## src/common/axi_rd_pkg.sv

```systemverilog
package axi_rd_pkg;

    // --------------------
    // Bus widths
    // --------------------
    localparam int ID_WIDTH    = 4;
    localparam int ADDR_WIDTH  = 16;
    localparam int DATA_WIDTH  = 32;
    localparam int LEN_WIDTH   = 8;
    localparam int SIZE_WIDTH  = 3;
    localparam int BURST_WIDTH = 2;
    localparam int RESP_WIDTH  = 2;

    // --------------------
    // Slot sizing and fetch model
    // --------------------
    localparam int MAX_BURST_LEN   = 8;                            // Depth of the slot beat buffer
    localparam int BEAT_CNT_WIDTH  = $clog2(MAX_BURST_LEN + 1);    // Counts 0 to MAX_BURST_LEN
    localparam int FETCH_DELAY     = 24;                           // Base fetch latency in cycles
    localparam int FETCH_CNT_WIDTH = 5;

    localparam int PAD_WIDTH = DATA_WIDTH - ID_WIDTH - ADDR_WIDTH; // Zero bits above id and addr

    // --------------------
    // Protocol codes
    // --------------------
    localparam logic [BURST_WIDTH-1:0] BURST_FIXED = 2'd0;
    localparam logic [BURST_WIDTH-1:0] BURST_INCR  = 2'd1;
    localparam logic [BURST_WIDTH-1:0] BURST_WRAP  = 2'd2;

    localparam logic [RESP_WIDTH-1:0] RESP_OKAY   = 2'd0;
    localparam logic [RESP_WIDTH-1:0] RESP_SLVERR = 2'd2;

    // --------------------
    // Channel payloads
    // --------------------
    typedef struct packed {
        logic [ID_WIDTH-1:0]    id;
        logic [ADDR_WIDTH-1:0]  addr;
        logic [LEN_WIDTH-1:0]   len;      // Beats minus one
        logic [SIZE_WIDTH-1:0]  size;     // Log2 of bytes per beat
        logic [BURST_WIDTH-1:0] burst;
    } ar_req_t;

    typedef struct packed {
        logic [ID_WIDTH-1:0]   id;
        logic [DATA_WIDTH-1:0] data;
        logic [RESP_WIDTH-1:0] resp;
        logic                  last;
    } r_beat_t;

    // Content of a modelled data word
    typedef struct packed {
        logic [PAD_WIDTH-1:0]  pad;
        logic [ID_WIDTH-1:0]   id;
        logic [ADDR_WIDTH-1:0] addr;
    } rdata_rec_t;

    typedef union packed {
        logic [DATA_WIDTH-1:0] raw;       // As seen on the bus
        rdata_rec_t            rec;
    } rdata_word_u;

endpackage

```

## src/verilog/id_order.sv

```systemverilog
`timescale 1ns/100ps

module id_order #(
    parameter int   DEPTH  = 4,
    localparam int  SLOT_W = (DEPTH > 1) ? $clog2(DEPTH) : 1
) (
    input  logic                            clk,
    input  logic                            rst_n,
    input  logic                            push,
    input  logic [axi_rd_pkg::ID_WIDTH-1:0] push_id,
    input  logic [SLOT_W-1:0]               push_slot,
    input  logic                            pop,
    input  logic [axi_rd_pkg::ID_WIDTH-1:0] pop_id,
    input  logic                            pop_last,
    output logic [DEPTH-1:0]                eligible
);

    // At most DEPTH-1 older requests can share an ID
    typedef logic [SLOT_W-1:0] age_t;

    logic [DEPTH-1:0]                active_q;    // Request still has beats to return
    logic [axi_rd_pkg::ID_WIDTH-1:0] tag_q [DEPTH];
    age_t                            age_q [DEPTH];
    age_t                            push_age;
    logic                            retire;

    assign retire = pop && pop_last;

    // --------------------
    // Age of an incoming request
    // --------------------
    always_comb begin
        push_age = '0;
        for (int k = 0; k < DEPTH; k++) begin
            if (active_q[k] && (tag_q[k] == push_id)) begin
                push_age = push_age + 1'b1;
            end
        end
        if (retire && (pop_id == push_id)) begin
            push_age = push_age - 1'b1;               // Oldest one leaves this cycle
        end
    end

    // --------------------
    // Per slot bookkeeping
    // --------------------
    always_ff @(posedge clk or negedge rst_n) begin
        if (!rst_n) begin
            active_q <= '0;
            for (int k = 0; k < DEPTH; k++) begin
                age_q[k] <= '0;
            end
        end else begin
            for (int k = 0; k < DEPTH; k++) begin
                if (retire && active_q[k] && (tag_q[k] == pop_id)) begin
                    if (age_q[k] == '0) begin
                        active_q[k] <= 1'b0;          // This was the oldest
                    end else begin
                        age_q[k] <= age_q[k] - 1'b1;
                    end
                end
                if (push && (push_slot == SLOT_W'(k))) begin
                    active_q[k] <= 1'b1;
                    age_q[k]    <= push_age;
                end
            end
        end
    end

    always_ff @(posedge clk) begin
        for (int k = 0; k < DEPTH; k++) begin
            if (push && (push_slot == SLOT_W'(k))) begin
                tag_q[k] <= push_id;
            end
        end
    end

    always_comb begin
        for (int k = 0; k < DEPTH; k++) begin
            eligible[k] = active_q[k] && (age_q[k] == '0);
        end
    end

endmodule

```

## config.mk

```make
export PLATFORM = sky130hd
export DESIGN_NAME = id_order
export DESIGN_NICKNAME = d
export VERILOG_FILES = /design/src/common/axi_rd_pkg.sv /design/src/verilog/id_order.sv
export SDC_FILE = /design/constraint.sdc
export NUM_CORES = 1
export LEC_CHECK = 0
export BUFFER_PORTS_ARGS = -buffer_cell sky130_fd_sc_hd__buf_2
export CAP_MARGIN = 10
export CORE_MARGIN = 2
export CORE_UTILIZATION = 53
export CTS_CLUSTER_SIZE = 14
export DETAILED_ROUTE_END_ITERATION = 6
export PLACE_DENSITY_LB_ADDON = 0.08
export RECOVER_POWER = 25
export SLEW_MARGIN = 20
export SYNTH_ARGS = -nofsm -noshare
export SYNTH_HDL_FRONTEND = slang
export SYNTH_SLANG_ARGS = --single-unit
```

## constraint.sdc

```tcl
create_clock -name clk -period 2.5 [get_ports clk]
set_input_delay 0.125 -clock clk [delete_from_list [all_inputs] [get_ports clk]]
set_output_delay 0.125 -clock clk [all_outputs]
set_load 0.005 [all_outputs]
```

; ---- Yosys cells after proc, flatten, opt, wreduce, memory -nomap -nowiden
; Memory sizes are Yosys's and may differ from the RTL's.
; Index checks and enable logic that the tools add are counted.
[word_totals]
register_bits = 12
ram_bits = 16
inputBits = 15
wordCells = 125
n_memories = 1
[memory_table]
columns = name, depth, width, read_ports, rd_clocked_by_memory_dff, write_ports, line
row1 = tag_q, 4, 4, 4, 0, 1, id_order.sv:22  ; logic [axi_rd_pkg::ID_WIDTH-1:0] tag_q [DEPTH];
[classes]
n_addsub = 8
n_eq_ne = 16
muxes = 46
n_reduce_logical = 46
[ops]
columns = operator, count
row1 = 2-bit 2-to-1 mux, 19
row2 = 4-bit == test, 9
row3 = 1-bit 2-to-1 mux, 24
row4 = 1-bit logical AND, 22
row5 = 2-bit AND reduction, 8
row6 = 2-bit nonzero test, 8
row7 = 4-bit 2-to-1 mux, 3
row8 = 4-bit OR reduction, 3
row9 = 2-bit logical NOT, 5
row10 = 2-bit by 1-bit subtractor with 2-bit output (second input constant), 5
row11 = 2-bit != test (second input constant), 4
row12 = 2-bit by 1-bit adder with 2-bit output (second input constant), 3
row13 = 2-bit == test (second input constant), 2
row14 = 2-bit by 1-bit == test with 1-bit output (second input constant), 1

; ---- Longest topological paths before layout
; An unclocked memory read counts as a cell.
[logic_depth]
word_depth = 13
depth_mapped = 11
depth_no_buf = 9

; ---- Worst setup path after synthesis
; No wires, ideal clock.
[synth_timing]
path_kind = register to register
startpoint = memory tag_q[0][1] (netlist bit)
endpoint = register age_q[5] (netlist bit)
setup_ns = 0.119
t_arrival_ns = 2.375
required_time_ns = 2.381
setup_slack_ns = 0.006
path_stages_with_launch = 9
path_buffers = 1
cell_sequence = edfxtp_1 a22o_1 or4_1 ha_1 buf_2 or3_4 and2_4 o221ai_2 o21ba_1
[synth_rtl]
columns = item, line
row1 = "start, declared", id_order.sv:22
row2 = "end signal, assigned by index", id_order.sv:59  ; age_q[k] <= age_q[k] - 1'b1;
row3 = "end signal, assigned by index", id_order.sv:64  ; age_q[k] <= push_age;
row4 = "end, declared", id_order.sv:23  ; age_t age_q [DEPTH];

==> qor.csv <==
metric;value;unit
clk_latency;0.33;ns
drv_cap;0;
cts_tree;yes;
floorplan.initialDensity;56.70;%
yosysWarnings;0;
clk_pin_slew_worst_paths;0.16;ns
rows;21;
async_flop_share;42.86;%
syn_area;1937;um2
grt_max_degree;17;
numPortBuffers;18;
final_common_cell;xor2_1;
yosysSeqAreaShare;40.31;%
post-place-cells;260;
route.detailed.drc;0;
wl_per_cell;15.20;um
hpwlAfterDp;3128;um
drt_pass1_iterations;4;
die_h;64.45;um
cp-end-kind;register;
stdcell_count;268;
synthFlopType;edfxtp_1;
min_period_over_period;95.45;%
tightest_slew;0.5168;ns
whs;0.1796;ns
htreeDepth;1;
gp_congestion;0.8417;
clockRootBuffer;clkbuf_4;
cts_inserted_buffers;3;
area_delta_synth_final;12.21;%
final_cell_mix;xor2_1, inv_1, edfxtp_1;
nNetsFinal;244;
grtUsageTotal;21.64;%
ant_nets;0;
drtIter0Drc;49;
overflow;0;
io_pins;19;
synth_seq_cells;28;
clockBufferDepth;2;
grt_pass1_vias;1515;
die_x;64.45;um
final_layout_size_suffix_gt1_share;18.02;%
startpoint_type;register;
die_area;4154;um2
setup_viol;0;
slew_headroom;65.54;%
ys_types;44;
rsz0062_at_grt;false;
grt_first_pass_wirelength;6955;um
core_area;3416;um2
fill_cells;282;
crit_path_max_fanout;5;
fin_ws;0.1137;ns
syn_avg_cell_area;9.733;um2
final_hold_viol_count;0;
powerDensity;568.8;nW/um2
post-place-ws;-0.001570;ns
setup.worst_path.class;register to register;
arrival;2.63;ns
fin_skew;0.008081;ns
via_count;1494;
cts.sinks;28;
ir_worst_vdd;0.3278;mV
n_antenna_cell;0;
outcome;finished clean;
antenna_found_initial;0;
finalCriticalPeriod;2.386;ns
p_leak;0.0008911;uW
max_freq;419.1;MHz
slew_viol_final;0;
synth_fp_nets;220;
synth_edf_count;16;
finalPower;1236;uW
required;2.74;ns
wl;4073;um
postSynthCellCount;199;
vias_per_cell;5.575;
hold_path_class;input pin to async pin;
==> kinds of logic after synthesis <==
| group | after synthesis | synth area share [%] |
|---|---|---|
| AO/OA/AOI/OAI | 22 | 9.173 |
| XOR/XNOR | 36 | 16.28 |
| adder cells (fa/ha/maj) | 6 | 3.876 |
| buffers and inverters | 27 | 6.072 |
| flip-flops | 28 | 40.31 |
| multiplexers | 2 | 1.292 |
| AND/OR/NAND/NOR | 78 | 23.00 |
==> state kept, by name (all words and copies together), names as in the netlist <==
signal and flops:
tag_q 16, age_q 8, active_q 4
==> cells in the mapped netlist, types with 2 or more instances <==
| master | number | area share [%] |
|---|---|---|
| nand3_1 | 14 | 3.6 |
| clkbuf_1 | 2 | 0.39 |
| clkbuf_2 | 2 | 0.52 |
| nor2_1 | 2 | 0.39 |
| nand2_1 | 14 | 2.7 |
| and2_1 | 4 | 1.3 |
| xor2_1 | 22 | 9.9 |
| buf_2 | 5 | 1.3 |
| dfrtp_1 | 12 | 16 |
| o21ai_0 | 7 | 1.8 |
| ha_1 | 6 | 3.9 |
| edfxtp_1 | 16 | 25 |
| xnor2_1 | 14 | 6.3 |
| nand4_1 | 8 | 2.6 |
| o21ba_1 | 3 | 1.6 |
| nand3b_1 | 2 | 0.77 |
| o221ai_2 | 3 | 2.3 |
| nor3_1 | 11 | 2.8 |
| inv_1 | 16 | 3.1 |
| o22ai_1 | 2 | 0.65 |
| nor3b_1 | 3 | 1.2 |
| nor2b_1 | 9 | 2.9 |
==> timing repair <==
action	in CTS	in global routing
hold buffers	1	0
pin swaps	0	1
setup buffers	1	2
setup endpoints to repair	3	5
gates resized for setup	0	2
endpoints found under the hold margin	12	0
==> path summary, 6_finish.rpt <==
| check | from | endpoint | slack (ns) | cells past startpoint |
|---|---|---|---|---|
| worst min-delay path | rst_n | age_q[6]$_DFFE_PN0P_ | 0.18 | 2 |
| worst max-delay path | tag_q[0][1]$_DFFE_PP_ | age_q[3]$_DFFE_PN0P_ | 0.11 | 7 |
| max in group asynchronous | rst_n | active_q[2]$_DFFE_PN0P_ | 2.09 | 2 |
| min in group clk | push_id[0] | tag_q[1][0]$_DFFE_PP_ | 0.18 | 1 |
| worst max register to register | tag_q[0][1]$_DFFE_PP_ | age_q[3]$_DFFE_PN0P_ | 0.11 | 7 |
| worst min register to register | active_q[0]$_DFFE_PN0P_ | active_q[0]$_DFFE_PN0P_ | 0.54 | 1 |
==> report_power, final <==
group / switching [uW] / total (uW) / internal [uW]
Clock: 137 / 300 / 162
Combinational: 183 / 356 / 173
Sequential: 37.6 / 580 / 543
Total: 358 / 1240 / 878
==> critical path: stages, from the launching register on <==
cell and delay, ns:
edfxtp_1 0.45, a22o_1 0.23, or4_4 0.50, ha_4 0.23, or3_4 0.41, and2_4 0.19
o221ai_2 0.12, o21ba_1 0.17
==> through the flow <==
stage | utilization [%] | TNS (ns) | instance area [um2]
after floorplan | - | 0 | 1937
final | 63.63 | 0 | 2173
after global routing | 63.63 | 0 | 2173
after detailed placement | 61.10 | -0.001570 | 2087
after CTS | 63.15 | 0 | 2157
after global placement | 61.10 | 0 | 2087
==> per-layer routing <==
layer	track usage, %	wire length [um]	share of wire, %	vias up
li1	-	-	-	728
met5	0	0	0	-
met4	7.181	102	2.5	0
met1	28.44	1827	45	723
met3	2.083	149	3.7	10
met2	37.63	1994	49	33
==> final cells by class <==
| type | instances | area [um2] | area share (%) |
|---|---|---|---|
| clock buffer | 3 | 22.52 | 1.036 |
| timing repair buffer | 30 | 167.7 | 7.714 |
| sequential | 28 | 780.7 | 35.92 |
| tap | 46 | 57.56 | 2.648 |
| inverter | 16 | 60.06 | 2.763 |
| clock inverter | 1 | 30.03 | 1.382 |
| multi-input combinational | 144 | 1055 | 48.53 |
Note: power is estimated with default switching activity, not from simulation.
