### config.mk
export PLATFORM = sky130hd
export DESIGN_NAME = rd_slot
export DESIGN_NICKNAME = d
export VERILOG_FILES = /design/src/common/axi_rd_pkg.sv /design/src/rd_slot/burst_addr_gen.sv /design/src/rd_slot/rd_slot.sv
export SDC_FILE = /design/constraint.sdc
export NUM_CORES = 1
export LEC_CHECK = 0
export BUFFER_PORTS_ARGS = -buffer_cell sky130_fd_sc_hd__buf_2
export CORE_MARGIN = 10
export CORE_UTILIZATION = 55
export CTS_CLUSTER_SIZE = 12
export DETAILED_ROUTE_END_ITERATION = 10
export PLACE_DENSITY = 0.78
export SLEW_MARGIN = 30
export SYNTH_ARGS = -nofsm -noshare
export SYNTH_HDL_FRONTEND = slang
export SYNTH_SLANG_ARGS = --single-unit
### constraint.sdc
create_clock -name clk -period 19 [get_ports clk]
set_input_delay 1.9 -clock clk [delete_from_list [all_inputs] [get_ports clk]]
set_output_delay 1.9 -clock clk [all_outputs]
set_load 0.1 [all_outputs]
### src/common/axi_rd_pkg.sv
package axi_rd_pkg;

    // --------------------
    // Bus widths
    // --------------------
    localparam int ID_WIDTH    = 4;
    localparam int ADDR_WIDTH  = 16;
    localparam int DATA_WIDTH  = 32;
    localparam int LEN_WIDTH   = 8;
    localparam int SIZE_WIDTH  = 3;
    localparam int BURST_WIDTH = 2;
    localparam int RESP_WIDTH  = 2;

    // --------------------
    // Slot sizing and fetch model
    // --------------------
    localparam int MAX_BURST_LEN   = 8;                            // Depth of the slot beat buffer
    localparam int BEAT_CNT_WIDTH  = $clog2(MAX_BURST_LEN + 1);    // Counts 0 to MAX_BURST_LEN
    localparam int FETCH_DELAY     = 24;                           // Base fetch latency in cycles
    localparam int FETCH_CNT_WIDTH = 5;

    localparam int PAD_WIDTH = DATA_WIDTH - ID_WIDTH - ADDR_WIDTH; // Zero bits above id and addr

    // --------------------
    // Protocol codes
    // --------------------
    localparam logic [BURST_WIDTH-1:0] BURST_FIXED = 2'd0;
    localparam logic [BURST_WIDTH-1:0] BURST_INCR  = 2'd1;
    localparam logic [BURST_WIDTH-1:0] BURST_WRAP  = 2'd2;

    localparam logic [RESP_WIDTH-1:0] RESP_OKAY   = 2'd0;
    localparam logic [RESP_WIDTH-1:0] RESP_SLVERR = 2'd2;

    // --------------------
    // Channel payloads
    // --------------------
    typedef struct packed {
        logic [ID_WIDTH-1:0]    id;
        logic [ADDR_WIDTH-1:0]  addr;
        logic [LEN_WIDTH-1:0]   len;      // Beats minus one
        logic [SIZE_WIDTH-1:0]  size;     // Log2 of bytes per beat
        logic [BURST_WIDTH-1:0] burst;
    } ar_req_t;

    typedef struct packed {
        logic [ID_WIDTH-1:0]   id;
        logic [DATA_WIDTH-1:0] data;
        logic [RESP_WIDTH-1:0] resp;
        logic                  last;
    } r_beat_t;

    // Content of a modelled data word
    typedef struct packed {
        logic [PAD_WIDTH-1:0]  pad;
        logic [ID_WIDTH-1:0]   id;
        logic [ADDR_WIDTH-1:0] addr;
    } rdata_rec_t;

    typedef union packed {
        logic [DATA_WIDTH-1:0] raw;       // As seen on the bus
        rdata_rec_t            rec;
    } rdata_word_u;

endpackage

### src/rd_slot/burst_addr_gen.sv
`timescale 1ns/100ps

module burst_addr_gen (
    input  logic [axi_rd_pkg::ADDR_WIDTH-1:0]     start_addr,
    input  logic [axi_rd_pkg::SIZE_WIDTH-1:0]     size,
    input  logic [axi_rd_pkg::LEN_WIDTH-1:0]      len,
    input  logic [axi_rd_pkg::BURST_WIDTH-1:0]    burst,
    input  logic [axi_rd_pkg::ADDR_WIDTH-1:0]     curr_addr,
    input  logic [axi_rd_pkg::BEAT_CNT_WIDTH-1:0] index,       // Beat being fetched now
    input  logic                                  wrapped,
    output logic [axi_rd_pkg::ADDR_WIDTH-1:0]     next_addr,
    output logic                                  wrap_hit
);

    typedef logic [axi_rd_pkg::ADDR_WIDTH-1:0] addr_t;

    addr_t beat_bytes;
    addr_t total_bytes;
    addr_t aligned_addr;
    addr_t wrap_base;
    addr_t wrap_limit;
    addr_t step;

    assign beat_bytes   = addr_t'(1) << size;
    assign total_bytes  = (addr_t'(len) + 1'b1) << size;           // Power of two for WRAP
    assign aligned_addr = start_addr & ~(beat_bytes - 1'b1);
    assign wrap_base    = start_addr & ~(total_bytes - 1'b1);
    assign wrap_limit   = wrap_base + total_bytes;
    assign step         = (addr_t'(index) + 1'b1) << size;         // Offset of the following beat

    // A wrap burst turns around at most once
    assign wrap_hit = (burst == axi_rd_pkg::BURST_WRAP) && !wrapped &&
                      ((curr_addr + beat_bytes) == wrap_limit);

    always_comb begin
        case (burst)
            axi_rd_pkg::BURST_FIXED: begin
                next_addr = start_addr;
            end
            axi_rd_pkg::BURST_INCR: begin
                next_addr = aligned_addr + step;
            end
            axi_rd_pkg::BURST_WRAP: begin
                if (wrap_hit) begin
                    next_addr = wrap_base;                          // Back to the lower limit
                end else if (wrapped) begin
                    next_addr = aligned_addr + step - total_bytes;
                end else begin
                    next_addr = aligned_addr + step;
                end
            end
            default: begin
                next_addr = start_addr;
            end
        endcase
    end

endmodule

### src/rd_slot/rd_slot.sv
`timescale 1ns/100ps

module rd_slot (
    input  logic                clk,
    input  logic                rst_n,
    input  logic                capture,      // Take req into this slot
    input  axi_rd_pkg::ar_req_t req,
    input  logic                beat_taken,   // Beat on the output accepted
    input  logic                release_en,
    output logic                busy,
    output logic                beat_ready,
    output logic                done,
    output axi_rd_pkg::r_beat_t beat
);

    localparam int MAX_LEN   = axi_rd_pkg::MAX_BURST_LEN;
    localparam int BUF_IDX_W = $clog2(MAX_LEN);

    typedef logic [axi_rd_pkg::BEAT_CNT_WIDTH-1:0]  beat_cnt_t;
    typedef logic [axi_rd_pkg::FETCH_CNT_WIDTH-1:0] fetch_cnt_t;

    logic                                  busy_q;
    logic                                  result_q;     // Beat at sent_cnt_q is buffered
    logic                                  comp_q;       // Last beat not yet accepted
    logic                                  wrapped_q;
    axi_rd_pkg::ar_req_t                   req_q;
    beat_cnt_t                             fetch_idx_q;
    beat_cnt_t                             sent_cnt_q;
    beat_cnt_t                             sent_nxt;
    fetch_cnt_t                            fetch_cnt_q;
    fetch_cnt_t                            fetch_target;
    logic [axi_rd_pkg::ADDR_WIDTH-1:0]     curr_addr_q;
    logic [axi_rd_pkg::ADDR_WIDTH-1:0]     next_addr;
    logic                                  wrap_hit;
    logic                                  fetch;
    logic                                  more_beats;
    logic                                  next_vld;
    logic                                  fetch_err;
    logic                                  is_last;
    logic [MAX_LEN-1:0]                    vld_q;
    axi_rd_pkg::rdata_word_u               data_buf [MAX_LEN];
    logic [axi_rd_pkg::RESP_WIDTH-1:0]     resp_buf [MAX_LEN];
    axi_rd_pkg::rdata_word_u               fetch_word;

    burst_addr_gen u_addr_gen (
        .start_addr (req_q.addr),
        .size       (req_q.size),
        .len        (req_q.len),
        .burst      (req_q.burst),
        .curr_addr  (curr_addr_q),
        .index      (fetch_idx_q),
        .wrapped    (wrapped_q),
        .next_addr  (next_addr),
        .wrap_hit   (wrap_hit)
    );

    // --------------------
    // Fetch timing
    // --------------------
    assign fetch_target = fetch_cnt_t'(axi_rd_pkg::FETCH_DELAY - req_q.id);   // Higher ID is faster
    assign fetch        = busy_q && (fetch_cnt_q == fetch_target);
    assign more_beats   = fetch_idx_q < req_q.len;
    assign fetch_err    = (req_q.id == '1) && (fetch_idx_q == req_q.len);
    assign sent_nxt     = sent_cnt_q + 1'b1;
    assign next_vld     = (sent_nxt < MAX_LEN) && vld_q[sent_nxt[BUF_IDX_W-1:0]];
    assign is_last      = sent_cnt_q == req_q.len;

    always_ff @(posedge clk or negedge rst_n) begin
        if (!rst_n) begin
            fetch_cnt_q <= '0;
        end else if (capture) begin
            fetch_cnt_q <= fetch_cnt_t'(1);
        end else if (fetch) begin
            fetch_cnt_q <= more_beats ? fetch_cnt_t'(1) : '0;    // Stop after the last beat
        end else if (fetch_cnt_q != '0) begin
            fetch_cnt_q <= fetch_cnt_q + 1'b1;
        end
    end

    // --------------------
    // Slot state
    // --------------------
    always_ff @(posedge clk or negedge rst_n) begin
        if (!rst_n) begin
            busy_q <= 1'b0;
            comp_q <= 1'b0;
        end else if (capture) begin
            busy_q <= 1'b1;
            comp_q <= 1'b1;
        end else begin
            if (release_en) begin
                busy_q <= 1'b0;
            end
            if (beat_taken && is_last) begin
                comp_q <= 1'b0;
            end
        end
    end

    always_ff @(posedge clk or negedge rst_n) begin
        if (!rst_n) begin
            result_q <= 1'b0;
        end else if (capture) begin
            result_q <= 1'b0;
        end else if (beat_taken && !is_last && next_vld) begin
            result_q <= 1'b1;                                     // Next beat already here
        end else if (fetch) begin
            result_q <= 1'b1;
        end else if (beat_taken) begin
            result_q <= 1'b0;
        end
    end

    always_ff @(posedge clk or negedge rst_n) begin
        if (!rst_n) begin
            fetch_idx_q <= '0;
            sent_cnt_q  <= '0;
            wrapped_q   <= 1'b0;
            vld_q       <= '0;
        end else if (capture) begin
            fetch_idx_q <= '0;
            sent_cnt_q  <= '0;
            wrapped_q   <= 1'b0;
            vld_q       <= '0;
        end else begin
            if (fetch) begin
                fetch_idx_q                       <= fetch_idx_q + 1'b1;
                wrapped_q                         <= wrapped_q | wrap_hit;
                vld_q[fetch_idx_q[BUF_IDX_W-1:0]] <= 1'b1;
            end
            if (beat_taken) begin
                sent_cnt_q <= sent_nxt;
            end
        end
    end

    // --------------------
    // Request copy and beat buffer
    // --------------------
    always_comb begin
        fetch_word.rec.pad  = '0;
        fetch_word.rec.id   = req_q.id;
        fetch_word.rec.addr = curr_addr_q;
    end

    always_ff @(posedge clk) begin
        if (capture) begin
            req_q       <= req;
            curr_addr_q <= req.addr;                              // First beat at the start address
        end else if (fetch) begin
            curr_addr_q                          <= next_addr;
            data_buf[fetch_idx_q[BUF_IDX_W-1:0]] <= fetch_word;
            resp_buf[fetch_idx_q[BUF_IDX_W-1:0]] <= fetch_err ? axi_rd_pkg::RESP_SLVERR
                                                              : axi_rd_pkg::RESP_OKAY;
        end
    end

    assign beat = '{id:   req_q.id,
                    data: data_buf[sent_cnt_q[BUF_IDX_W-1:0]].raw,
                    resp: resp_buf[sent_cnt_q[BUF_IDX_W-1:0]],
                    last: is_last};

    assign busy       = busy_q;
    assign beat_ready = result_q;
    assign done       = busy_q && !result_q && !comp_q;          // Ready for release

endmodule

# == Word level (Yosys, flattened, before mapping) ==
# Memory sizes are Yosys's and may differ from the RTL's.
# Cells that the tools add are included.
# op_classes
n_reduce_logical,22
mux,33
order_cmp,5
n_addsub,12
n_shift,3
bitwise_logic,6
multipliers,0
n_div,0
eq_ne,7
# ops
op,count
$mux W16,4
$add A16 B16 Y16,3
$and A16 B16 Y16,2
$not A16 Y16,2
$pmux W16 S2,1
$shl A16 B3 Y16,2
$sub A16 B1 Y16 const B,2
$eq A16 B16 Y1,1
$eq A4 B8 Y1,2
$mux W1,16
$mux W4,4
$mux W8,2
$shl A1 B3 Y16 const A,1
$sub A16 B16 Y16,1
$mux W5,3
$logic_and A1 B1 Y1,11
$add A8 B1 Y9 const B,1
$add A4 B1 Y4 const B,2
$lt A3 B4 Y1 const B,2
$lt A4 B8 Y1,1
$or A8 B8 Y8,1
$reduce_bool A2 Y1,4
$add A4 B1 Y5 const B,1
$add A5 B1 Y5 const B,1
other kinds (15),18
# totals
reg_bits,74
elab_cells,104
n_memories,2
ramBits,176
latch_bits,0
input_bits,38
romBits,0
# mem_list
memory,words,word_bits,rd,rd_ports_with_merged_regs,write_ports,line_no,source
data_buf,8,20,1,0,1,rd_slot.sv:41,axi_rd_pkg::rdata_word_u data_buf [MAX_LEN];
resp_buf,8,2,1,0,1,rd_slot.sv:42,logic [axi_rd_pkg::RESP_WIDTH-1:0] resp_buf [MAX_LEN];

# == Depth between registers and ports, before layout ==
# Gate-level depths: netlist of run 1.
# logic_depth
depth_word,12
depth_mapped,29
depth_no_buf,27

# == Modules after synthesis ==
# Synthesis of run 1 repeated with hierarchy kept, for this count alone.
# unflattened
cells_unflattened,1226
hier_area_um2,14769.2
# modules_own_cells
module,cells_each,area_per_inst_um2,instances,seq_area_each_um2
rd_slot,499,9693.0,1,7141.8
burst_addr_gen,727,5076.1,1,0.0

# == Worst setup path before layout of run 1 ==
# OpenSTA, ideal clock, no wires.
# synth_path
path_kind,reg-to-reg
from,register req_q[6] (netlist bit)
to,"register curr_addr_q[13] (netlist bit), data pin"
required_ns,18.860
setup_ns,0.140
path_buffers,2
arrival_time_ns,6.327
period_less_slack_ns,6.467
stages_incl_launch_ff,27
path_slack_ns,12.533
path_cell_list,edfxtp_1 > ha_1 > nor2b_1 > o21ai_0 > ha_1 > inv_1 > o41ai_4 > nand4_2 > nor4_1 > xnor2_1 > and2_1 > ha_1 > xor2_1 > and3_1 > and3_1 > a211oi_1 > a2bb2oi_1 > nand3_1 > mux2_2 > a2111oi_1 > nand4_1 > or4_1 > or3_1 > buf_6 > buf_6 > mux2_4 > a2bb2oi_2
# synth_between
elab_chain_cells,12
elab_cells_between_ends,14
# synth_lines
element,line_no,source
start: declaration,rd_slot.sv:26,axi_rd_pkg::ar_req_t req_q;
start signal: assignment,rd_slot.sv:148,req_q <= req;
$add A8 B1 Y9 *,burst_addr_gen.sv:25,assign total_bytes = (addr_t'(len) + 1'b1) << size;
$shl A16 B3 Y16 *,burst_addr_gen.sv:25,
$sub A16 B1 Y16,burst_addr_gen.sv:27,assign wrap_base = start_addr & ~(total_bytes - 1'b1);
$not A16 Y16,burst_addr_gen.sv:27,
$and A16 B16 Y16,burst_addr_gen.sv:27,
$add A16 B16 Y16,burst_addr_gen.sv:28,assign wrap_limit = wrap_base + total_bytes;
$eq A16 B16 Y1,burst_addr_gen.sv:33,((curr_addr + beat_bytes) == wrap_limit);
$logic_and A1 B1 Y1,burst_addr_gen.sv:32,assign wrap_hit = (burst == axi_rd_pkg::BURST_WRAP) && !wrapped &&
$mux W16 *,burst_addr_gen.sv:44,if (wrap_hit) begin
$pmux W16 S2 *,burst_addr_gen.sv:36,case (burst)
$mux W16 *,rd_slot.sv:150,end else if (fetch) begin
$mux W16 *,rd_slot.sv:147,if (capture) begin
end signal: assignment,rd_slot.sv:149,curr_addr_q <= req.addr;
end signal: assignment,rd_slot.sv:151,curr_addr_q <= next_addr;
end: declaration,rd_slot.sv:32,logic [axi_rd_pkg::ADDR_WIDTH-1:0] curr_addr_q;
# Every way passes the cells marked *; elsewhere a longest branch is shown, timed or not. The select of a mux whose other input is x is not followed.
# A chain may end at the register's enable or synchronous reset.

# == Final worst setup path of run 1 ==
# layout_path
from,register req_q[5] (netlist bit)
to,"register curr_addr_q[5] (netlist bit), data pin"
# The elaborated chain is that of the path after synthesis.

==> metrics.txt, run 1 <==
status finished clean; Slew HR 33.7%; CTS Root Cell clkbuf_16; CP Capture Type flop; Min Clock Period, post-route 7860 ps; Post-Synthesis Cells 1294; Synth cell types 109; Final ANT Viol Nets 0; worst setup margin 11140 ps; Total GRT Usage 22.9%; die span in y 185 um; setup bufs post-CTS 0; Fin Hold WS 491 ps; RSZ-0062 raised after global routing no; final worst path period share 41.4%; min-delay src vld_q[0]; DIE AREA 34400 sq um; power density cells 95.2 nW/um^2; fmax 0.127 GHz; Max clock buf depth 3; Max FO, Critical Path 17; die span in x 185 um; Post-Route WL 39200 um; max_cap viols 0; CP startpoint kind flop; Synth Register Bits 242; CP top delay family simple AND/OR/NAND/NOR gates; EDFF count, synth 217; Post-layout nets 1434; Clk Latency, worst-skew pair 560 ps; Top Ports 80; Fillers 2149; Final GP Congestion 0.977; register area share after synthesis 47.5%; Final Max Slew Viols 0; PostCTS Resize Cnt 0; Area growth, synth to finish 8.72%; via count 10800; Leak 6.06 nW; Core ar. 27000 sq um; CTS tree built; syn avg cell area 11.6 sq um; worst path bufs/invs 1; CTS H-Tree Depth 1; RR Startpoint req_q[5]; Pre-antenna DRT Iters 5; final core occ 60.7%; Comb power frac 27.8%; Overall Power 1.56 mW; CP arrival 8260 ps; critical path cell sequence ha_1 -> nor2b_1 -> o21ai_0 -> ha_1 -> inv_1 -> o41ai_4 -> nand4_2 -> nor4_1 -> xnor2_1 -> and2_1 -> ha_1 -> xor2_1 -> and3_1 -> and3_1 -> a211oi_1 -> a2bb2oi_1 -> nand3_1 -> mux2_2 -> a2111oi_1 -> nand4_1 -> or4_1 -> or3_2 -> mux2_1 -> o221ai_1; PortBufs 66; Vias/cell 6.39; P_sw 0.514 mW; TNS Setup 0 ps; Worst Hold Class reg2reg; starting density of the core 55.8%; clock group share of total power 30.9%; vias in the first global route 10700; dpl ws 11210 ps; Finish-stage setup viols 0; Post-synth ARST share 10.3%; worst setup path class reg2reg; GR Overflow Total 0; Synth area leader edfxtp_1; Final Hold Viols 0; Sink Count 242; Final Skew 22.4 ps; critical path's most frequent cell ha_1; antenna violations before repair 0; Critical-path top delay cell edfxtp_1; Worst EP required 19400 ps; Routed wire per std cell 23.1 um; DRT iter0 DRCs 830; CTS Buf Count 25; top_reg_cell synth edfxtp_1; clk slew on worst S/H paths 60 ps; global-route wire length before repair 61000 um; largest net degree at the start of global routing 66; Ys Warns 0; Antenna diodes 0; Critical path origin req_q[5]; dominant cells by area after synthesis edfxtp_1 (43%), mux4_2 (6.6%), ha_1 (4.8%), dfrtp_1 (4.2%), xnor2_1 (3.4%); Sw Share 33.0%; post-route DRC violation count 0; Max IR drop VDD 0.0823 mV; post-synth top area share 43.3%; fraction of layout cells with a size suffix above 1 19.5%; P_int 1.04 mW; Site Rows 60; CP peak stage delay 730 ps; worst-margin pin slew 980 ps; CTS hold repair buffers 0; final HPWL from detailed placement 27300 um; sequential share of power 41.3%; Mapped Area 15000 sq um
[per-layer routing]
metal	track usage (%)	routed length (um)	vias to the layer above
met5	0	0	-
met4	7.96	1450	0
met3	3.84	2850	82
met2	37.5	18700	446
met1	30.1	16300	5323
li1	-	-	4981
[final cells by class]
type / instances / area, sq um / area share, %
inverters: 53 / 199 / 1.22
multi-input cells: 929 / 7330 / 44.8
flip-flops and latches: 242 / 7150 / 43.7
well taps: 341 / 427 / 2.61
clock buffers: 40 / 692 / 4.23
clock inverters: 6 / 93.8 / 0.574
repair buffers: 84 / 469 / 2.87
[worst paths after layout]
| check | end | cells after the start | slack, ps |
|---|---|---|---|
| worst max-delay path | curr_addr_q[5] | 24 | 11140 |
| worst min-delay path | vld_q[0] | 1 | 490 |
| worst max register to register | curr_addr_q[5] | 24 | 11140 |
| worst min register to register | vld_q[0] | 1 | 490 |
| max in group asynchronous | sent_cnt_q[1] | 1 | 17200 |
| min in group asynchronous | fetch_idx_q[1] | 1 | 1340 |
[power by group through the flow]
stage               logic [mW]  clock network [mW]  registers [mW]
global route             0.471               0.509           0.646
CTS                      0.429               0.490           0.641
finish                   0.433               0.481           0.642
global placement         0.423                   0           0.650
detailed placement       0.425                   0           0.652
floorplan                0.354                   0           0.632
[cells in the mapped netlist (8+ instances only)]
master	count
or3_1	12
o31ai_1	8
buf_1	8
a21oi_1	47
nor4_1	8
nor2b_1	17
a21o_1	17
clkbuf_1	37
o21ai_0	64
edfxtp_1	217
xor2_1	26
nand4_1	18
nor3_1	34
xnor2_1	59
nand3_1	33
dfrtp_1	25
inv_1	48
a31oi_1	10
buf_4	23
ha_1	58
and3_1	8
nand2_1	100
mux2_2	31
mux2i_1	13
nand2b_1	10
nor2_1	84
mux4_2	44
and2_1	23
a211oi_1	10
[worst reg2reg max path, cell delays in order, from the launching register on]
cell,delay (ps)
edfxtp_1,730
ha_1,410
nor2b_1,200
o21ai_0,390
ha_1,290
inv_1,140
o41ai_4,590
nand4_2,340
nor4_1,350
xnor2_1,90
and2_1,210
ha_1,410
xor2_1,300
and3_1,200
and3_1,160
a211oi_1,70
a2bb2oi_1,200
nand3_1,100
mux2_2,290
a2111oi_1,260
nand4_1,120
or4_1,540
or3_2,720
mux2_1,430
o221ai_1,170
[state kept, by name (all words and copies together), names as in the netlist, 4 cells and up]
name and cells:
data_buf 160, fetch_cnt_q 5, sent_cnt_q 4, req_q 29, curr_addr_q 16, beat 4, vld_q 8, resp_buf 8
fetch_idx_q 4
[logic make-up (layout without fill, tap and decap cells)]
group | count (synthesis) | after routing | synth area share (%)
buf+inv | 135 | 183 | 4.31
xor+xnor | 87 | 87 | 5.24
other cells | 1 | 13 | 0.0249
mux | 94 | 94 | 10.3
flops | 242 | 242 | 47.5
compound gates | 281 | 281 | 13.9
simple gates | 393 | 393 | 13.6
fa+ha+maj | 61 | 61 | 5.22
[cells in the final DEF, fill, tap and decap left out, types with 25 or more instances in the layout]
cell       synthesis  routed
a21oi_1           47      47
o21ai_0           64      63
nor2_1            84      78
xor2_1            26      26
buf_2              7      66
edfxtp_1         217     217
ha_1              58      58
nor3_1            34      32
mux2_2            31      31
nand2_1          100      99
inv_1             48      48
xnor2_1           59      59
nand3_1           33      33
mux4_2            44      44
clkbuf_16          0      25
[per-stage QoR]
stage	area, sq um	instances
2_1_floorplan	15100	1306
3_3_place_gp	15600	1649
3_5_place_dp	15600	1649
4_1_cts	16400	1695
5_1_grt	16400	1695
6_report	16400	1695
Note: power is estimated with default switching activity, not from simulation.
==> inputs of run 2 (changes only) <==
--- a/config.mk
+++ b/config.mk
@@ -5,12 +5,13 @@
 export SDC_FILE = /design/constraint.sdc
 export NUM_CORES = 1
 export LEC_CHECK = 0
+export ABC_AREA = 1
 export BUFFER_PORTS_ARGS = -buffer_cell sky130_fd_sc_hd__buf_2
 export CORE_MARGIN = 10
 export CORE_UTILIZATION = 55
 export CTS_CLUSTER_SIZE = 12
 export DETAILED_ROUTE_END_ITERATION = 10
-export PLACE_DENSITY = 0.78
+export PLACE_DENSITY = 0.81
 export SLEW_MARGIN = 30
 export SYNTH_ARGS = -nofsm -noshare
 export SYNTH_HDL_FRONTEND = slang
==> constraint.sdc (replaced) <==
create_clock -name clk -period 6.3 [get_ports clk]
set_input_delay 0.63 -clock clk [delete_from_list [all_inputs] [get_ports clk]]
set_output_delay 0.63 -clock clk [all_outputs]
set_load 0.1 [all_outputs]
==> run 2 against run 1 <==
Against the previous run: register-to-register slack got worse by 10000 ps; hold slack got worse by 400 ps; combinational power increased to 3.0 times the previous value; area after synthesis decreased by 0.97%.
==> metrics.txt, run 2 <==
status finished clean (unchanged); CP startpoint kind flop (unchanged); Final Max Slew Viols 0 (unchanged); dominant cells by area after synthesis edfxtp_1 (44%), nand2_1 (8.5%), nor2_1 (6.5%), ha_1 (4.9%), nand3_1 (4.8%) (was edfxtp_1 (43%), mux4_2 (6.6%), ha_1 (4.8%), dfrtp_1 (4.2%), xnor2_1 (3.4%)); clk slew on worst S/H paths 70 ps (was 60 ps); critical path's most frequent cell nand2_1 (was ha_1); TNS Setup 0 ps (unchanged); Finish-stage setup viols 0 (unchanged); final worst path period share 85.9% (was 41.4%); Min Clock Period, post-route 5410 ps (was 7860 ps); DIE AREA 34100 sq um (was 34400 sq um); PostCTS Resize Cnt 0 (unchanged); CTS H-Tree Depth 1 (unchanged); post-synth top area share 43.7% (was 43.3%); CTS Root Cell clkbuf_16 (unchanged); CTS Buf Count 26 (was 25); Core ar. 26800 sq um (was 27000 sq um); max reg flops 160 (unchanged); Max clock buf depth 3 (unchanged); GR Overflow Total 0 (unchanged); Clk Latency, worst-skew pair 550 ps (was 560 ps); Total GRT Usage 23.3% (was 22.9%); fraction of layout cells with a size suffix above 1 10.5% (was 19.5%); Critical-path top delay cell edfxtp_1 (unchanged); setup bufs post-CTS 0 (unchanged); multi-input logic area 6670 sq um (was 7330 sq um); post-route DRC violation count 0 (unchanged); synth cell count leaders nand2_1 (338), nor2_1 (258), edfxtp_1 (217) (was edfxtp_1 (217), nand2_1 (100), nor2_1 (84)); Post-synth ARST share 10.3% (unchanged); Vias/cell 5.92 (was 6.39); Mapped Area 14900 sq um (was 15000 sq um); Max FO, Critical Path 18 (was 17); syn avg cell area 8.40 sq um (was 11.6 sq um); Ys Warns 0 (unchanged); antenna violations before repair 0 (unchanged); Routed wire per std cell 18.8 um (was 23.1 um); Synth area leader edfxtp_1 (unchanged); Slew HR 44.8% (was 33.7%); final HPWL from detailed placement 28300 um (was 27300 um); vias in the first global route 12100 (was 10700); max_cap viols 0 (unchanged); Antenna diodes 0 (unchanged); die span in x 185 um (about the same); CP peak stage delay 750 ps (was 730 ps); register area share after synthesis 47.9% (was 47.5%); RSZ-0062 raised after global routing no (unchanged); top_reg_cell synth edfxtp_1 (unchanged); worst setup path class reg2reg (unchanged); final core occ 60.7% (about the same); count leader, synth nand2_1 (was edfxtp_1); Area growth, synth to finish 9.16% (was 8.72%); Final Skew 17.4 ps (was 22.4 ps); CP Capture Type flop (unchanged); PortBufs 66 (unchanged); EDFF count, synth 217 (unchanged); CP arrival 5710 ps (was 8260 ps); CTS hold repair buffers 0 (unchanged); register area 7140 sq um (was 7150 sq um); Worst EP required 6600 ps (was 19400 ps); CTS tree built (unchanged); fmax 0.185 GHz (was 0.127 GHz); Sink Count 242 (unchanged); Pre-antenna DRT Iters 9 (was 5); Post-layout nets 1914 (was 1434); die span in y 185 um (about the same); Max IR drop VDD 0.221 mV (was 0.0823 mV); Post-Synthesis Cells 1774 (was 1294); DRT iter0 DRCs 1651 (was 830); worst-margin pin slew 828 ps (was 980 ps); via count 12800 (was 10800); most common cell after layout, fill and taps aside nand2_1 (was edfxtp_1); Synth cell types 52 (was 109); starting density of the core 55.6% (was 55.8%); Synth Register Bits 242 (unchanged); Site Rows 60 (unchanged); most frequent cells in the layout nand2_1 (338), nor2_1 (250), edfxtp_1 (217), inv_1 (174), nand3_1 (143) (was edfxtp_1 (217), nand2_1 (99), nor2_1 (78), buf_2 (66), o21ai_0 (63)); largest net degree at the start of global routing 93 (was 66); power density cells 289 nW/um^2 (was 95.2 nW/um^2); Top Ports 80 (unchanged); Fillers 2250 (was 2149); Final ANT Viol Nets 0 (unchanged); Final Hold Viols 0 (unchanged); Post-Route WL 40700 um (was 39200 um); Final GP Congestion 1.00 (was 0.977); global-route wire length before repair 63300 um (was 61000 um); Leak 7.04 nW (was 6.06 nW); Worst Hold Class in2async (was reg2reg)
==> run 2: changes by cell type in the layout (fill, tap and decap cells not counted), sizes merged, moves of 23 or more <==
cell | before | now
and2 | 24 | 1
inv | 53 | 194
mux2 | 37 | 0
mux4 | 44 | 0
nand2 | 101 | 354
nand3 | 34 | 155
nor2 | 87 | 268
o21ai | 72 | 150
o22ai | 6 | 34
xnor2 | 60 | 12
==> run 2: final cells by class <==
| cell class | instances | area share, % |
|---|---|---|
| Timing Repair Buffer | 84 | 2.94 |
| Sequential cell | 242 | 43.9 |
| Inverter | 197 | 4.55 |
| Clock buffer | 33 | 4.48 |
| Multi-Input combinational cell | 1264 | 41.0 |
| Clock inverter | 7 | 0.462 |
| Tap cell | 341 | 2.62 |
==> run 2: worst max-delay path, delay by kind of cell, from the launching register on <==
| kind | cells | cell delay [ps] |
|---|---|---|
| simple gates | 16 | 1800 |
| flops | 1 | 750 |
| xor+xnor | 2 | 360 |
| buf+inv | 3 | 280 |
| compound gates | 7 | 980 |
| fa+ha+maj | 3 | 990 |
==> run 2: kinds of logic (layout without fill, tap and decap cells) <==
kind of cell	after synthesis	count (layout)	share of synthesized area, %
XOR/XNOR	55	55	3.23
adder cells (fa/ha/maj)	61	61	5.27
other	1	13	0.0252
AND/OR/NAND/NOR	830	830	24.5
flip-flops	242	242	47.9
buffers and inverters	280	321	7.75
AO/OA/AOI/OAI	305	305	11.3
==> run 2: metal layers <==
layer	up-vias	wire length (um)	track usage [%]
met4	0	1660	8.95
li1	6057	-	-
met3	113	3870	3.15
met2	694	18600	37.9
met1	5965	16500	31.0
met5	-	0	0
==> run 2: power breakdown <==
| part | total (mW) | leakage (nW) | internal [mW] | switching (mW) |
|---|---|---|---|---|
| logic | 1.32 | 4.32 | 0.378 | 0.946 |
| registers | 1.91 | 2.33 | 1.82 | 0.0920 |
| clock network | 1.47 | 0.391 | 0.848 | 0.620 |
==> run 2: path summary, 6_finish.rpt <==
check | to | from | slack [ps] | depth (start not counted)
worst max-delay path | curr_addr_q[15] | req_q[3] | 890 | 31
worst min register to register | vld_q[6] | vld_q[6] | 490 | 2
min in group clk | req_q[3] | req[3] | 250 | 1
worst min-delay path | fetch_idx_q[0] | rst_n | 90 | 1
max in group asynchronous | sent_cnt_q[0] | rst_n | 5780 | 1
worst max register to register | curr_addr_q[15] | req_q[3] | 890 | 31
==> run 2: per-stage QoR <==
step | hold slack [ps] | total power [mW] | cell area [sq um] | cells | setup slack (ps)
finish | 86.9 | 4.71 | 16300 | 2168 | 891
global route | 121 | 4.91 | 16300 | 2168 | 279
CTS | 87.5 | 4.69 | 16200 | 2167 | 956
detailed placement | 478 | 3.23 | 15400 | 2127 | 992
global placement | 458 | 3.21 | 15400 | 2127 | 1090
floorplan | 334 | 2.94 | 14900 | 1786 | 1670
==> inputs of run 3 (changes only) <==
--- a/config.mk
+++ b/config.mk
@@ -8,10 +8,10 @@
 export ABC_AREA = 1
 export BUFFER_PORTS_ARGS = -buffer_cell sky130_fd_sc_hd__buf_2
 export CORE_MARGIN = 10
-export CORE_UTILIZATION = 55
+export CORE_UTILIZATION = 56
 export CTS_CLUSTER_SIZE = 12
 export DETAILED_ROUTE_END_ITERATION = 10
-export PLACE_DENSITY = 0.81
+export PLACE_DENSITY = 0.82
 export SLEW_MARGIN = 30
 export SYNTH_ARGS = -nofsm -noshare
 export SYNTH_HDL_FRONTEND = slang
==> run 3 against run 2 <==
Against the previous run: total power down 0.25%; clock-buffer cell count up 6; sequential cell count unchanged; global-route usage up 0.15 points; cell area about the same; combinational power about the same; largest power group unchanged.
==> metrics.txt, run 3 (same netlist as run 2, synthesis figures left out) <==
worst path bufs/invs 4 (was 3); Area growth, synth to finish 9.06% (was 9.16%); fraction of layout cells with a size suffix above 1 10.4% (was 10.5%); worst setup margin 868 ps (was 891 ps); non-filler instance count after layout 2168 (unchanged); CTS Root Cell clkbuf_16 (unchanged); RR Startpoint req_q[4] (was req_q[3]); power density cells 289 nW/um^2 (about the same); Routed wire per std cell 18.4 um (was 18.8 um); CP Capture Type flop (unchanged); Max FO, Critical Path 18 (unchanged); Clk Latency, worst-skew pair 550 ps (about the same); Slew HR 35.7% (was 44.8%); Final Skew 20.6 ps (was 17.4 ps); global-route wire length before repair 63900 um (was 63300 um); Critical Path End curr_addr_q[15] (unchanged); WP depth 32 (was 31); setup bufs post-CTS 0 (unchanged); vias in the first global route 12200 (was 12100); worst setup path class reg2reg (unchanged); status finished clean (unchanged); Pre-antenna DRT Iters 6 (was 9); Antenna diodes 0 (unchanged); Min Clock Period, post-route 5430 ps (was 5410 ps); dpl ws 987 ps (was 992 ps); Final Max Slew Viols 0 (unchanged); CP peak stage delay 750 ps (about the same); final worst path period share 86.2% (was 85.9%); TNS Setup 0 ps (unchanged); Max clock buf depth 3 (unchanged); CTS Buf Count 26 (unchanged); R2R depth 32 (was 31); Leak 7.03 nW (was 7.04 nW); die span in y 183 um (was 185 um); CP startpoint kind flop (unchanged); Fillers 2145 (was 2250); max reg flops 160 (unchanged); Site Rows 59 (was 60); CTS tree built (unchanged); FF-to-FF End curr_addr_q[15] (unchanged); die span in x 183 um (was 185 um); critical path's most frequent cell nand2_1 (unchanged); antenna violations before repair 0 (unchanged); most common cell after layout, fill and taps aside nand2_1 (unchanged); Final Hold Viols 0 (unchanged); final HPWL from detailed placement 27900 um (was 28300 um); max_cap viols 0 (unchanged); largest net degree at the start of global routing 93 (unchanged); Finish-stage setup viols 0 (unchanged); via count 12700 (was 12800); starting density of the core 57.0% (was 55.6%); Vias/cell 5.84 (was 5.92); Core ar. 26100 sq um (was 26800 sq um); Critical-path top delay cell edfxtp_1 (unchanged); Final GP Congestion 1.02 (was 1.00); most frequent cells in the layout nand2_1 (338), nor2_1 (250), edfxtp_1 (217), inv_1 (174), nand3_1 (143) (unchanged); Total GRT Usage 23.5% (was 23.3%); CP arrival 5720 ps (was 5710 ps); Final ANT Viol Nets 0 (unchanged); GR Overflow Total 0 (unchanged); RSZ-0062 raised after global routing no (unchanged); Worst EP required 6590 ps (was 6600 ps); CP top delay family simple AND/OR/NAND/NOR gates (unchanged); Sink Count 242 (unchanged); clk slew on worst S/H paths 60 ps (was 70 ps); Fin Hold WS 82.2 ps (was 86.9 ps); Top Ports 80 (unchanged); CTS hold repair buffers 0 (unchanged); PostCTS Resize Cnt 0 (unchanged); DRT iter0 DRCs 1378 (was 1651); DIE AREA 33500 sq um (was 34100 sq um); post-route DRC violation count 0 (unchanged); internal reg-to-reg setup slack 870 ps (was 890 ps); Max IR drop VDD 0.257 mV (was 0.221 mV); worst-margin pin slew 964 ps (was 828 ps); Post-Route WL 39900 um (was 40700 um); fmax 0.184 GHz (was 0.185 GHz); Post-layout nets 1913 (was 1914); Critical path origin req_q[4] (was req_q[3]); Worst Hold Class in2async (unchanged); Placed Cells 2121 (was 2127); PortBufs 66 (unchanged); CTS H-Tree Depth 1 (unchanged)
==> run 3: changes by cell type in the layout (fill, tap and decap cells not counted), sizes merged <==
cell / before / now
buf: 84 / 83
clkbuf: 33 / 39
clkinv: 8 / 9
clkinvlp: 1 / 2
inv: 194 / 193
==> run 3: how the worst min path moves through the flow <==
stage / start / to / slack (ps) / depth (start not counted)
floorplan: rst_n / beat_ready / 330 / 0
global placement: vld_q[5] / vld_q[5] / 460 / 2
detailed placement: vld_q[1] / vld_q[1] / 470 / 2
CTS: rst_n / fetch_cnt_q[3] / 80 / 1
global route: rst_n / fetch_cnt_q[3] / 110 / 1
finish: rst_n / fetch_cnt_q[3] / 80 / 1
==> run 3: through the flow <==
| stage | utilization [%] | area (sq um) | total power, mW |
|---|---|---|---|
| 6_report | 62.2 | 16200 | 4.69 |
| 5_1_grt | 62.2 | 16200 | 4.92 |
| 4_1_cts | 62.2 | 16200 | 4.69 |
| 3_5_place_dp | 59.0 | 15400 | 3.23 |
| 3_3_place_gp | 59.0 | 15400 | 3.20 |
| 2_1_floorplan | - | 14900 | 2.94 |
==> run 3: where the power goes <==
part | internal (mW) | total (mW) | switching, mW
combinational | 0.376 | 1.32 | 0.945
sequential | 1.82 | 1.91 | 0.0918
clock | 0.834 | 1.46 | 0.626
==> run 3: worst reg2reg max path, delay by kind of cell, from the launching register on <==
kind | cells | cell delay, ps
AO/OA/AOI/OAI | 7 | 960
XOR/XNOR | 2 | 340
adder cells (fa/ha/maj) | 3 | 980
buffers and inverters | 4 | 560
flip-flops | 1 | 750
AND/OR/NAND/NOR | 16 | 1600
==> run 3: cell type report <==
type	count	area, sq um	share of cell area [%]
Timing Repair Buffer	83	458	2.82
Multi-Input combinational cell	1264	6670	41.1
Inverter	197	739	4.55
Sequential cell	242	7140	44.0
Clock buffer	39	719	4.43
Tap cell	335	419	2.58
Clock inverter	8	97.6	0.601
==> run 3: per-layer routing <==
| metal | share of wire (%) | wire length [um] | vias to the layer above | GRT usage (%) |
|---|---|---|---|---|
| met3 | 8.7 | 3460 | 79 | 3.44 |
| met5 | 0 | 0 | - | 0 |
| met4 | 3.1 | 1250 | 0 | 8.30 |
| met1 | 42 | 16600 | 5945 | 31.4 |
| li1 | - | - | 6059 | - |
| met2 | 46 | 18500 | 577 | 38.2 |
